$ cat src/eth_mac_pkg.sv
`default_nettype none

package eth_mac_pkg;

	////////////////////
	// GMII and frame stream

	// One GMII receive byte time
	typedef struct packed {
		logic		dvalid;
		logic		en;
		logic		er;
		logic [7:0]	data;
	} gmii_bus_t;

	// Frame stream to the upper layer, first byte in data[31:24]
	typedef struct packed {
		logic			start;
		logic			data_valid;
		logic [31:0]	data;
		logic [2:0]		bytes_valid;
		logic			commit;
		logic			drop;
	} eth_rx_bus_t;

	// End-of-frame event pulses for the statistics block
	typedef struct packed {
		logic	frame_ok;
		logic	frame_crc_bad;
		logic	frame_aborted;
	} rx_event_t;

	// Control register fields
	typedef struct packed {
		logic	rx_enable;
		logic	crc_check_disable;
	} rx_ctrl_t;

	////////////////////
	// APB

	typedef struct packed {
		logic			psel;
		logic			penable;
		logic			pwrite;
		logic [7:0]		paddr;
		logic [31:0]	pwdata;
	} apb_req_t;

	typedef struct packed {
		logic [31:0]	prdata;
		logic			pready;
		logic			pslverr;
	} apb_rsp_t;

	////////////////////
	// Constants

	localparam logic [7:0]	PREAMBLE_BYTE	= 8'h55;
	localparam logic [7:0]	SFD_BYTE		= 8'hd5;

	// Register value after a good frame plus its FCS
	localparam logic [31:0]	CRC_INIT		= 32'hffffffff;
	localparam logic [31:0]	CRC_RESIDUE		= 32'hc704dd7b;
	localparam logic [31:0]	CRC_POLY		= 32'h04c11db7;

	// Register map
	localparam logic [7:0]	REG_CTRL		= 8'h00;
	localparam logic [7:0]	REG_CNT_OK		= 8'h04;
	localparam logic [7:0]	REG_CNT_CRC		= 8'h08;
	localparam logic [7:0]	REG_CNT_ABORT	= 8'h0c;

	localparam int			CNT_WIDTH		= 16;

endpackage

`default_nettype wire

$ cat src/apb_rx_csr.sv
`timescale 1ns/1ps
`default_nettype none

module apb_rx_csr (
	input wire								gmii_rx_clk,
	input wire								rst_n,
	input wire eth_mac_pkg::apb_req_t		apb_req,
	output eth_mac_pkg::apb_rsp_t			apb_rsp,
	output eth_mac_pkg::rx_ctrl_t			ctrl,
	input wire [eth_mac_pkg::CNT_WIDTH-1:0]	cnt_ok,
	input wire [eth_mac_pkg::CNT_WIDTH-1:0]	cnt_crc,
	input wire [eth_mac_pkg::CNT_WIDTH-1:0]	cnt_abort,
	output logic							clr_ok,
	output logic							clr_crc,
	output logic							clr_abort
);
	import eth_mac_pkg::*;

	logic			access;
	logic			wr;
	logic			addr_hit;
	logic [31:0]	rdata;

	////////////////////
	// Decode

	// Access phase, no wait states
	assign access	= apb_req.psel && apb_req.penable;
	assign wr		= access && apb_req.pwrite && addr_hit;

	always_comb begin
		addr_hit = 1'b1;
		rdata    = '0;
		case (apb_req.paddr)
			REG_CTRL:		rdata = {30'h0, ctrl.crc_check_disable, ctrl.rx_enable};
			REG_CNT_OK:		rdata = {{(32 - CNT_WIDTH){1'b0}}, cnt_ok};
			REG_CNT_CRC:	rdata = {{(32 - CNT_WIDTH){1'b0}}, cnt_crc};
			REG_CNT_ABORT:	rdata = {{(32 - CNT_WIDTH){1'b0}}, cnt_abort};
			default:		addr_hit = 1'b0;
		endcase
	end

	// Response
	assign apb_rsp.prdata	= rdata;
	assign apb_rsp.pready	= 1'b1;
	assign apb_rsp.pslverr	= access && !addr_hit;

	////////////////////
	// Registers

	always_ff @(posedge gmii_rx_clk or negedge rst_n) begin
		if (!rst_n) begin
			ctrl.rx_enable			<= 1'b1;
			ctrl.crc_check_disable	<= 1'b0;
			clr_ok					<= 1'b0;
			clr_crc					<= 1'b0;
			clr_abort				<= 1'b0;
		end else begin
			// Any write to a counter clears it, data ignored
			clr_ok		<= wr && (apb_req.paddr == REG_CNT_OK);
			clr_crc		<= wr && (apb_req.paddr == REG_CNT_CRC);
			clr_abort	<= wr && (apb_req.paddr == REG_CNT_ABORT);
			if (wr && apb_req.paddr == REG_CTRL) begin
				ctrl.rx_enable			<= apb_req.pwdata[0];
				ctrl.crc_check_disable	<= apb_req.pwdata[1];
			end
		end
	end

endmodule

`default_nettype wire

$ cat src/crc32_eth.sv
`timescale 1ns/1ps
`default_nettype none

module crc32_eth (
	input wire				gmii_rx_clk,
	input wire				rst_n,
	input wire				crc_reset,
	input wire				update,
	input wire [7:0]		din,
	output logic [31:0]		crc
);
	import eth_mac_pkg::*;

	logic [31:0]	crc_next;

	////////////////////
	// Next value

	// Bits go in LSB first, the order they have on the wire
	// Register kept MSB-first, so a good frame leaves CRC_RESIDUE
	always_comb begin
		crc_next = crc;
		for (int i = 0; i < 8; i++) begin
			if (crc_next[31] ^ din[i])
				crc_next = {crc_next[30:0], 1'b0} ^ CRC_POLY;
			else
				crc_next = {crc_next[30:0], 1'b0};
		end
	end

	////////////////////
	// Register

	always_ff @(posedge gmii_rx_clk or negedge rst_n) begin
		if (!rst_n) begin
			crc <= CRC_INIT;
		end else if (crc_reset) begin
			// Reload wins over an update in the same cycle
			crc <= CRC_INIT;
		end else if (update) begin
			crc <= crc_next;
		end
	end

endmodule

`default_nettype wire

$ cat src/eth_rx_mac.sv
`timescale 1ns/1ps
`default_nettype none

module eth_rx_mac (
	input wire							gmii_rx_clk,
	input wire							rst_n,
	input wire eth_mac_pkg::gmii_bus_t	gmii_rx_bus,
	input wire							link_up,
	input wire eth_mac_pkg::rx_ctrl_t	ctrl,
	output eth_mac_pkg::eth_rx_bus_t	rx_bus,
	output eth_mac_pkg::rx_event_t		events
);
	import eth_mac_pkg::*;

	typedef enum logic [2:0] {
		ST_IDLE,
		ST_PREAMBLE,
		ST_DATA,
		ST_CHECK,
		ST_DISCARD
	} rx_state_t;

	rx_state_t		state;

	// Holdback window, newest byte in the low bits
	logic [31:0]	hold_q;
	logic [2:0]		hold_cnt;
	logic			hold_full;
	logic [7:0]		out_byte;

	// Word packer, bytes that left the window
	logic [23:0]	pack_q;
	logic [1:0]		pack_cnt;

	logic [31:0]	crc;
	logic			crc_reset;
	logic			crc_update;
	logic			take_byte;

	////////////////////
	// FCS check

	// Reload through the whole preamble, SFD included
	assign crc_reset	= (state == ST_PREAMBLE);
	assign crc_update	= gmii_rx_bus.dvalid && gmii_rx_bus.en && (state == ST_DATA);

	crc32_eth crc_i (
		.gmii_rx_clk	(gmii_rx_clk),
		.rst_n			(rst_n),
		.crc_reset		(crc_reset),
		.update			(crc_update),
		.din			(gmii_rx_bus.data),
		.crc			(crc)
	);

	////////////////////
	// Holdback and packing datapath

	// Clean frame byte this cycle
	assign take_byte	= crc_update && !gmii_rx_bus.er && link_up;
	assign hold_full	= (hold_cnt == 3'd4);
	// Oldest byte, pushed out by the incoming one
	assign out_byte		= hold_q[31:24];

	always_ff @(posedge gmii_rx_clk) begin
		if (take_byte) begin
			hold_q <= {hold_q[23:0], gmii_rx_bus.data};
			if (hold_full)
				pack_q <= {pack_q[15:0], out_byte};
		end
	end

	////////////////////
	// Receive FSM

	always_ff @(posedge gmii_rx_clk or negedge rst_n) begin
		if (!rst_n) begin
			state		<= ST_IDLE;
			hold_cnt	<= '0;
			pack_cnt	<= '0;
			rx_bus		<= '0;
			events		<= '0;
		end else begin
			// Every stream field and event is a one-cycle pulse
			rx_bus <= '0;
			events <= '0;

			// Idle GMII cycles between byte strobes change nothing
			if (gmii_rx_bus.dvalid) begin
				case (state)
					ST_IDLE: begin
						if (gmii_rx_bus.en) begin
							if (!ctrl.rx_enable) begin
								// Disabled, skip quietly
								state <= ST_DISCARD;
							end else if (gmii_rx_bus.data == PREAMBLE_BYTE &&
									!gmii_rx_bus.er) begin
								state <= ST_PREAMBLE;
							end else begin
								state					<= ST_DISCARD;
								events.frame_aborted	<= 1'b1;
							end
						end
					end

					ST_PREAMBLE: begin
						if (!gmii_rx_bus.en) begin
							// Carrier lost before the SFD
							state					<= ST_IDLE;
							events.frame_aborted	<= 1'b1;
						end else if (gmii_rx_bus.er) begin
							state					<= ST_DISCARD;
							events.frame_aborted	<= 1'b1;
						end else if (gmii_rx_bus.data == SFD_BYTE) begin
							state			<= ST_DATA;
							hold_cnt		<= '0;
							pack_cnt		<= '0;
							rx_bus.start	<= 1'b1;
						end else if (gmii_rx_bus.data != PREAMBLE_BYTE) begin
							state					<= ST_DISCARD;
							events.frame_aborted	<= 1'b1;
						end
					end

					ST_DATA: begin
						if (!gmii_rx_bus.en) begin
							state <= ST_CHECK;
							// Flush the partial word, window keeps the FCS
							if (hold_full && pack_cnt != 2'd0) begin
								rx_bus.data_valid	<= 1'b1;
								rx_bus.bytes_valid	<= {1'b0, pack_cnt};
								case (pack_cnt)
									2'd1:		rx_bus.data <= {pack_q[7:0], 24'h0};
									2'd2:		rx_bus.data <= {pack_q[15:0], 16'h0};
									default:	rx_bus.data <= {pack_q[23:0], 8'h0};
								endcase
							end
						end else if (gmii_rx_bus.er || !link_up) begin
							// Line error or link loss mid-frame
							state					<= ST_DISCARD;
							rx_bus.drop				<= 1'b1;
							events.frame_aborted	<= 1'b1;
						end else if (!hold_full) begin
							hold_cnt <= hold_cnt + 3'd1;
						end else if (pack_cnt == 2'd3) begin
							// Fourth byte completes the word
							pack_cnt			<= '0;
							rx_bus.data_valid	<= 1'b1;
							rx_bus.bytes_valid	<= 3'd4;
							rx_bus.data			<= {pack_q, out_byte};
						end else begin
							pack_cnt <= pack_cnt + 2'd1;
						end
					end

					ST_CHECK: begin
						state <= ST_IDLE;
						if (!hold_full) begin
							// Runt, not even a whole FCS
							rx_bus.drop				<= 1'b1;
							events.frame_aborted	<= 1'b1;
						end else if (crc == CRC_RESIDUE || ctrl.crc_check_disable) begin
							rx_bus.commit			<= 1'b1;
							events.frame_ok			<= 1'b1;
						end else begin
							rx_bus.drop				<= 1'b1;
							events.frame_crc_bad	<= 1'b1;
						end
					end

					ST_DISCARD: begin
						if (!gmii_rx_bus.en)
							state <= ST_IDLE;
					end

					default: begin
						state <= ST_IDLE;
					end
				endcase
			end
		end
	end

endmodule

`default_nettype wire

$ cat src/eth_rx_top.sv
`timescale 1ns/1ps
`default_nettype none

module eth_rx_top (
	input wire							gmii_rx_clk,
	input wire							rst_n,
	input wire eth_mac_pkg::gmii_bus_t	gmii_rx_bus,
	input wire							link_up,
	output eth_mac_pkg::eth_rx_bus_t	rx_bus,
	input wire eth_mac_pkg::apb_req_t	apb_req,
	output eth_mac_pkg::apb_rsp_t		apb_rsp
);
	import eth_mac_pkg::*;

	rx_ctrl_t				ctrl;
	rx_event_t				events;
	logic [CNT_WIDTH-1:0]	cnt_ok;
	logic [CNT_WIDTH-1:0]	cnt_crc;
	logic [CNT_WIDTH-1:0]	cnt_abort;
	logic					clr_ok;
	logic					clr_crc;
	logic					clr_abort;

	////////////////////
	// Receive MAC

	eth_rx_mac mac_i (
		.gmii_rx_clk	(gmii_rx_clk),
		.rst_n			(rst_n),
		.gmii_rx_bus	(gmii_rx_bus),
		.link_up		(link_up),
		.ctrl			(ctrl),
		.rx_bus			(rx_bus),
		.events			(events)
	);

	////////////////////
	// Frame counters

	rx_frame_stats stats_i (
		.gmii_rx_clk	(gmii_rx_clk),
		.rst_n			(rst_n),
		.events			(events),
		.clr_ok			(clr_ok),
		.clr_crc		(clr_crc),
		.clr_abort		(clr_abort),
		.cnt_ok			(cnt_ok),
		.cnt_crc		(cnt_crc),
		.cnt_abort		(cnt_abort)
	);

	////////////////////
	// APB registers

	apb_rx_csr csr_i (
		.gmii_rx_clk	(gmii_rx_clk),
		.rst_n			(rst_n),
		.apb_req		(apb_req),
		.apb_rsp		(apb_rsp),
		.ctrl			(ctrl),
		.cnt_ok			(cnt_ok),
		.cnt_crc		(cnt_crc),
		.cnt_abort		(cnt_abort),
		.clr_ok			(clr_ok),
		.clr_crc		(clr_crc),
		.clr_abort		(clr_abort)
	);

endmodule

`default_nettype wire

$ cat src/rx_frame_stats.sv
`timescale 1ns/1ps
`default_nettype none

module rx_frame_stats (
	input wire									gmii_rx_clk,
	input wire									rst_n,
	input wire eth_mac_pkg::rx_event_t			events,
	input wire									clr_ok,
	input wire									clr_crc,
	input wire									clr_abort,
	output logic [eth_mac_pkg::CNT_WIDTH-1:0]	cnt_ok,
	output logic [eth_mac_pkg::CNT_WIDTH-1:0]	cnt_crc,
	output logic [eth_mac_pkg::CNT_WIDTH-1:0]	cnt_abort
);
	import eth_mac_pkg::*;

	////////////////////
	// Counter rule

	// Saturating step, clear beats count
	// An event in the clear cycle is kept as one
	function automatic logic [CNT_WIDTH-1:0] cnt_next(
		input logic [CNT_WIDTH-1:0]	cnt,
		input logic					ev,
		input logic					clr
	);
		logic [CNT_WIDTH-1:0]	next;
		if (clr)
			next = ev ? CNT_WIDTH'(1) : '0;
		else if (ev && cnt != '1)
			next = cnt + CNT_WIDTH'(1);
		else
			next = cnt;
		return next;
	endfunction

	////////////////////
	// Counters

	always_ff @(posedge gmii_rx_clk or negedge rst_n) begin
		if (!rst_n) begin
			cnt_ok		<= '0;
			cnt_crc		<= '0;
			cnt_abort	<= '0;
		end else begin
			cnt_ok		<= cnt_next(cnt_ok, events.frame_ok, clr_ok);
			cnt_crc		<= cnt_next(cnt_crc, events.frame_crc_bad, clr_crc);
			cnt_abort	<= cnt_next(cnt_abort, events.frame_aborted, clr_abort);
		end
	end

endmodule

`default_nettype wire

$ cat config.mk
export PLATFORM = sky130hd
export DESIGN_NAME = eth_rx_top
export DESIGN_NICKNAME = d
export VERILOG_FILES = /design/src/eth_mac_pkg.sv /design/src/apb_rx_csr.sv /design/src/crc32_eth.sv /design/src/eth_rx_mac.sv /design/src/eth_rx_top.sv /design/src/rx_frame_stats.sv
export SDC_FILE = /design/constraint.sdc
export NUM_CORES = 1
export LEC_CHECK = 0
export ABC_CLOCK_PERIOD_IN_PS = 3300
export BUFFER_PORTS_ARGS = -buffer_cell sky130_fd_sc_hd__buf_2
export CORE_MARGIN = 2
export CORE_UTILIZATION = 35
export CTS_CLUSTER_DIAMETER = 100
export DETAILED_ROUTE_END_ITERATION = 16
export GPL_ROUTABILITY_DRIVEN = 1
export GPL_TIMING_DRIVEN = 0
export HOLD_SLACK_MARGIN = 0.05
export MAX_ROUTING_LAYER = met4
export PLACE_DENSITY_LB_ADDON = 0.15
export SLEW_MARGIN = 20
export SYNTH_ARGS = -nofsm -noshare
export SYNTH_HDL_FRONTEND = slang
export SYNTH_SLANG_ARGS = --single-unit
export TNS_END_PERCENT = 1
$ cat constraint.sdc
create_clock -name gmii_rx_clk -period 3.3 [get_ports gmii_rx_clk]
set_input_delay 0.66 -clock gmii_rx_clk [delete_from_list [all_inputs] [get_ports gmii_rx_clk]]
set_output_delay 0.66 -clock gmii_rx_clk [all_outputs]
set_load 0.1 [all_outputs]
==> results.py <==
metrics = {
    "clock_tree": {
        "cts_sinks": 190,
        "cts_buffers": 17,
        "clk_pin_slew_ns": 0.09,
        "cts_buffer_depth": 2,
        "clock_latency_ns": 0.44,
        "cts_tree": "done",
        "htree_num_levels": 4,
        "post-cts-setup-buffer-count": 0,
        "cts.repair.resized": 0,
        "cts-root-buf": "clkbuf_16",
        "holdBufCountCts": 0,
    },
    "finish": {
        "drive_above_1_share_pct": 21.9,
        "area_growth_pct": 17.5,
        "multi_input_area_mm2": 0.00386,
        "regArea_mm2": 0.00508,
        "diodes": 0,
        "nNetsFinal": 985,
        "final_cells": 1267,
        "final_util_pct": 41.7,
        "fillers": 2517,
    },
    "grt": {
        "grt_pass1_wl_mm": 33.7,
        "grt.overflow.total": 0,
        "grtUsageTotal_pct": 15.7,
        "grt_pass1_vias": 6169,
        "grt_max_degree": 73,
        "antenna_found_initial": 0,
    },
    "synth": {
        "synth_top_area_share_pct": 27.5,
        "netlist_top_cells_count": "101 x dfrtp_1, 81 x nor2_1, 56 x edfxtp_1",
        "synth_compound_area_share_pct": 9.34,
        "synth-seq-cells": 190,
        "synth_edf_count": 56,
        "synth.avg_cell_area_um2": 11.5,
        "synthCells": 802,
        "synth_top_cell_by_area": "dfrtp_1",
        "ys_seq_area_share_pct": 55.2,
        "yosys.area_share.simple_pct": 15.9,
        "synth_fa_ha_area_share_pct": 1.22,
        "async_flop_share_pct": 70.5,
        "muxShareOfSynthArea_pct": 3.37,
        "netlist_area_mm2": 0.00920,
        "ys_warn_count": 0,
        "synth_top_family_by_area": "simple AND/OR/NAND/NOR gates",
        "synthTopCellsByArea": "dfrtp_1 27%, edfxtp_1 18%, dfstp_2 9.4%, xor2_1 4.1%, xnor2_1 3.9%",
        "yosysMostFrequentCell": "dfrtp_1",
        "yosys.cell_types.count": 67,
        "synthFlopType": "dfrtp_1",
        "synthXorXnorAreaFrac_pct": 11.3,
    },
    "power": {
        "p_comb_share_pct": 30.8,
        "peakVddDrop_v": 0.000329,
        "p_leak_nw": 4.60,
        "netSwitchingPower_mw": 2.57,
        "power_frac_clock_pct": 29.6,
        "swShare_pct": 34.2,
        "p_per_area_mw_per_mm2": 694,
        "cellInternalPower_mw": 4.93,
        "seqPwrFrac_pct": 39.6,
    },
    "sta": {
        "fmax_ghz": 0.318,
        "rsz0062_at_grt": "false",
        "finalHoldViolCount": 0,
        "finalCritPeriodShare_pct": 95.2,
        "fin_crit_ns": 3.14,
        "fin_skew_ns": 0.0158,
        "worstMarginPinSlew_ns": 0.765,
        "finalSetupViolations": 0,
        "maxSlewHeadroom_pct": 48.5,
        "maxSlewViolCount": 0,
    },
    "die": {
        "pin_count": 130,
        "die_y_um": 166,
        "start_util_pct": 35.5,
        "die_x_um": 166,
        "die-area_mm2": 0.0276,
        "rows": 59,
        "core_mm2": 0.0259,
    },
    "routing": {
        "ant_nets": 0,
        "viasPerCell": 4.92,
        "dr.first_iter.drc_count": 517,
        "routed_wirelength_mm": 20.4,
        "remaining_drc_errors": 0,
        "routedWlPerCell_um": 16.1,
        "firstDrtPassIters": 7,
        "num_vias": 6228,
    },
    "min_path": {
        "min_path_type": "primary input to async pin",
    },
    "run": {
        "cap_violations": 0,
    },
    "placed_design": {
        "dp.cells": 1235,
        "port_buffers": 81,
        "place_congestion": 0.838,
        "hpwlAfterDp_mm": 14.6,
    },
    "critical_path": {
        "critPathKind": "primary input to output pin",
        "end_kind": "output pin",
        "cp.required_ns": 2.64,
        "worstPathMaxFanout": 10,
        "arrival_ns": 2.48,
        "crit_path_start_kind": "primary input",
    },
    "outcome": {
        "status": "finished clean",
    },
}
[critical path: stages]
cell and delay (ns):
buf_2 0.13, clkbuf_1 0.21, nor2b_1 0.34, clkbuf_1 0.38
a22oi_1 0.18, nor2_1 0.13, buf_2 0.44
[layer usage]
layer | GRT usage, % | part of all wire [%]
met1 | 22.5 | 51
met2 | 23.3 | 44
met3 | 2.69 | 3.8
met4 | 3.82 | 1.0
met5 | - | 0
[sequential cells by signal, indices dropped and copies added, names as in the netlist, 3 cells and up]
| register | cells |
|---|---|
| mac_i.state | 3 |
| mac_i.events | 3 |
| stats_i.cnt_ok | 16 |
| mac_i.crc_i.crc | 32 |
| mac_i.pack_q | 24 |
| stats_i.cnt_crc | 16 |
| mac_i.hold_q | 32 |
| stats_i.cnt_abort | 16 |
| mac_i.hold_cnt | 3 |
| mac_i.rx_bus | 38 |
[cells by family after synthesis]
kind of cell | count (synthesis)
compound gates | 127
xor+xnor | 98
fa+ha+maj | 9
buf+inv | 70
flops | 190
mux | 26
other cells | 2
simple gates | 280
[layout by cell type, fill, tap and decap left out, drive strengths merged, types with 21 or more instances in the layout]
cell type and n:
a21oi 35, nand2 32, dfrtp 101, buf 109, edfxtp 56, nor2 81, o21ai 21, xor2 44
inv 24, clkbuf 49, dfstp 33, and3 23, and2 21, nor3 43, xnor2 50
[per-stage QoR]
step	worst slack [ns]	hold WS, ns	instance area, um2	TNS [ns]	total power [mW]
5_1_grt	0.00498	0.201	10800	0	7.89
3_3_place_gp	-0.991	0.402	10100	-86.67	5.33
2_1_floorplan	-0.127	0.364	9260	-2.46	4.87
4_1_cts	0.163	0.181	10800	0	7.59
6_report	0.158	0.172	10800	0	7.50
3_5_place_dp	0.158	0.405	10200	0	5.32
[final cells by class]
class | instances | share of cell area [%]
Sequential cell | 190 | 47.0
Multi-Input combinational cell | 557 | 35.7
Timing Repair Buffer | 83 | 4.35
Clock buffer | 17 | 3.94
Tap cell | 335 | 3.88
Buffer | 58 | 2.70
Clock inverter | 15 | 2.08
Inverter | 12 | 0.417
[power by group through the flow]
stage          clock network [mW]  registers [mW]  logic, mW
3_5_place_dp                    0            3.02       2.30
4_1_cts                      2.29            2.97       2.32
2_1_floorplan                   0            2.93       1.93
3_3_place_gp                    0            3.02       2.31
5_1_grt                      2.38            3.00       2.51
6_report                     2.22            2.97       2.31
[path summary, 6_finish.rpt]
check | slack, ns | depth (start not counted) | start | to
max in group asynchronous | 2.32 | 2 | rst_n | mac_i.crc_i.crc[30]
setup / recovery | 0.16 | 7 | apb_req[34] | apb_rsp[8]
setup reg to reg | 0.76 | 5 | mac_i.state[2] | mac_i.pack_q[2]
min in group gmii_rx_clk | 0.42 | 0 | mac_i.hold_q[16] | mac_i.hold_q[24]
hold reg to reg | 0.42 | 0 | mac_i.hold_q[16] | mac_i.hold_q[24]
hold / removal | 0.17 | 1 | rst_n | mac_i.rx_bus[27]
Note: power is estimated with default switching activity, not from simulation.
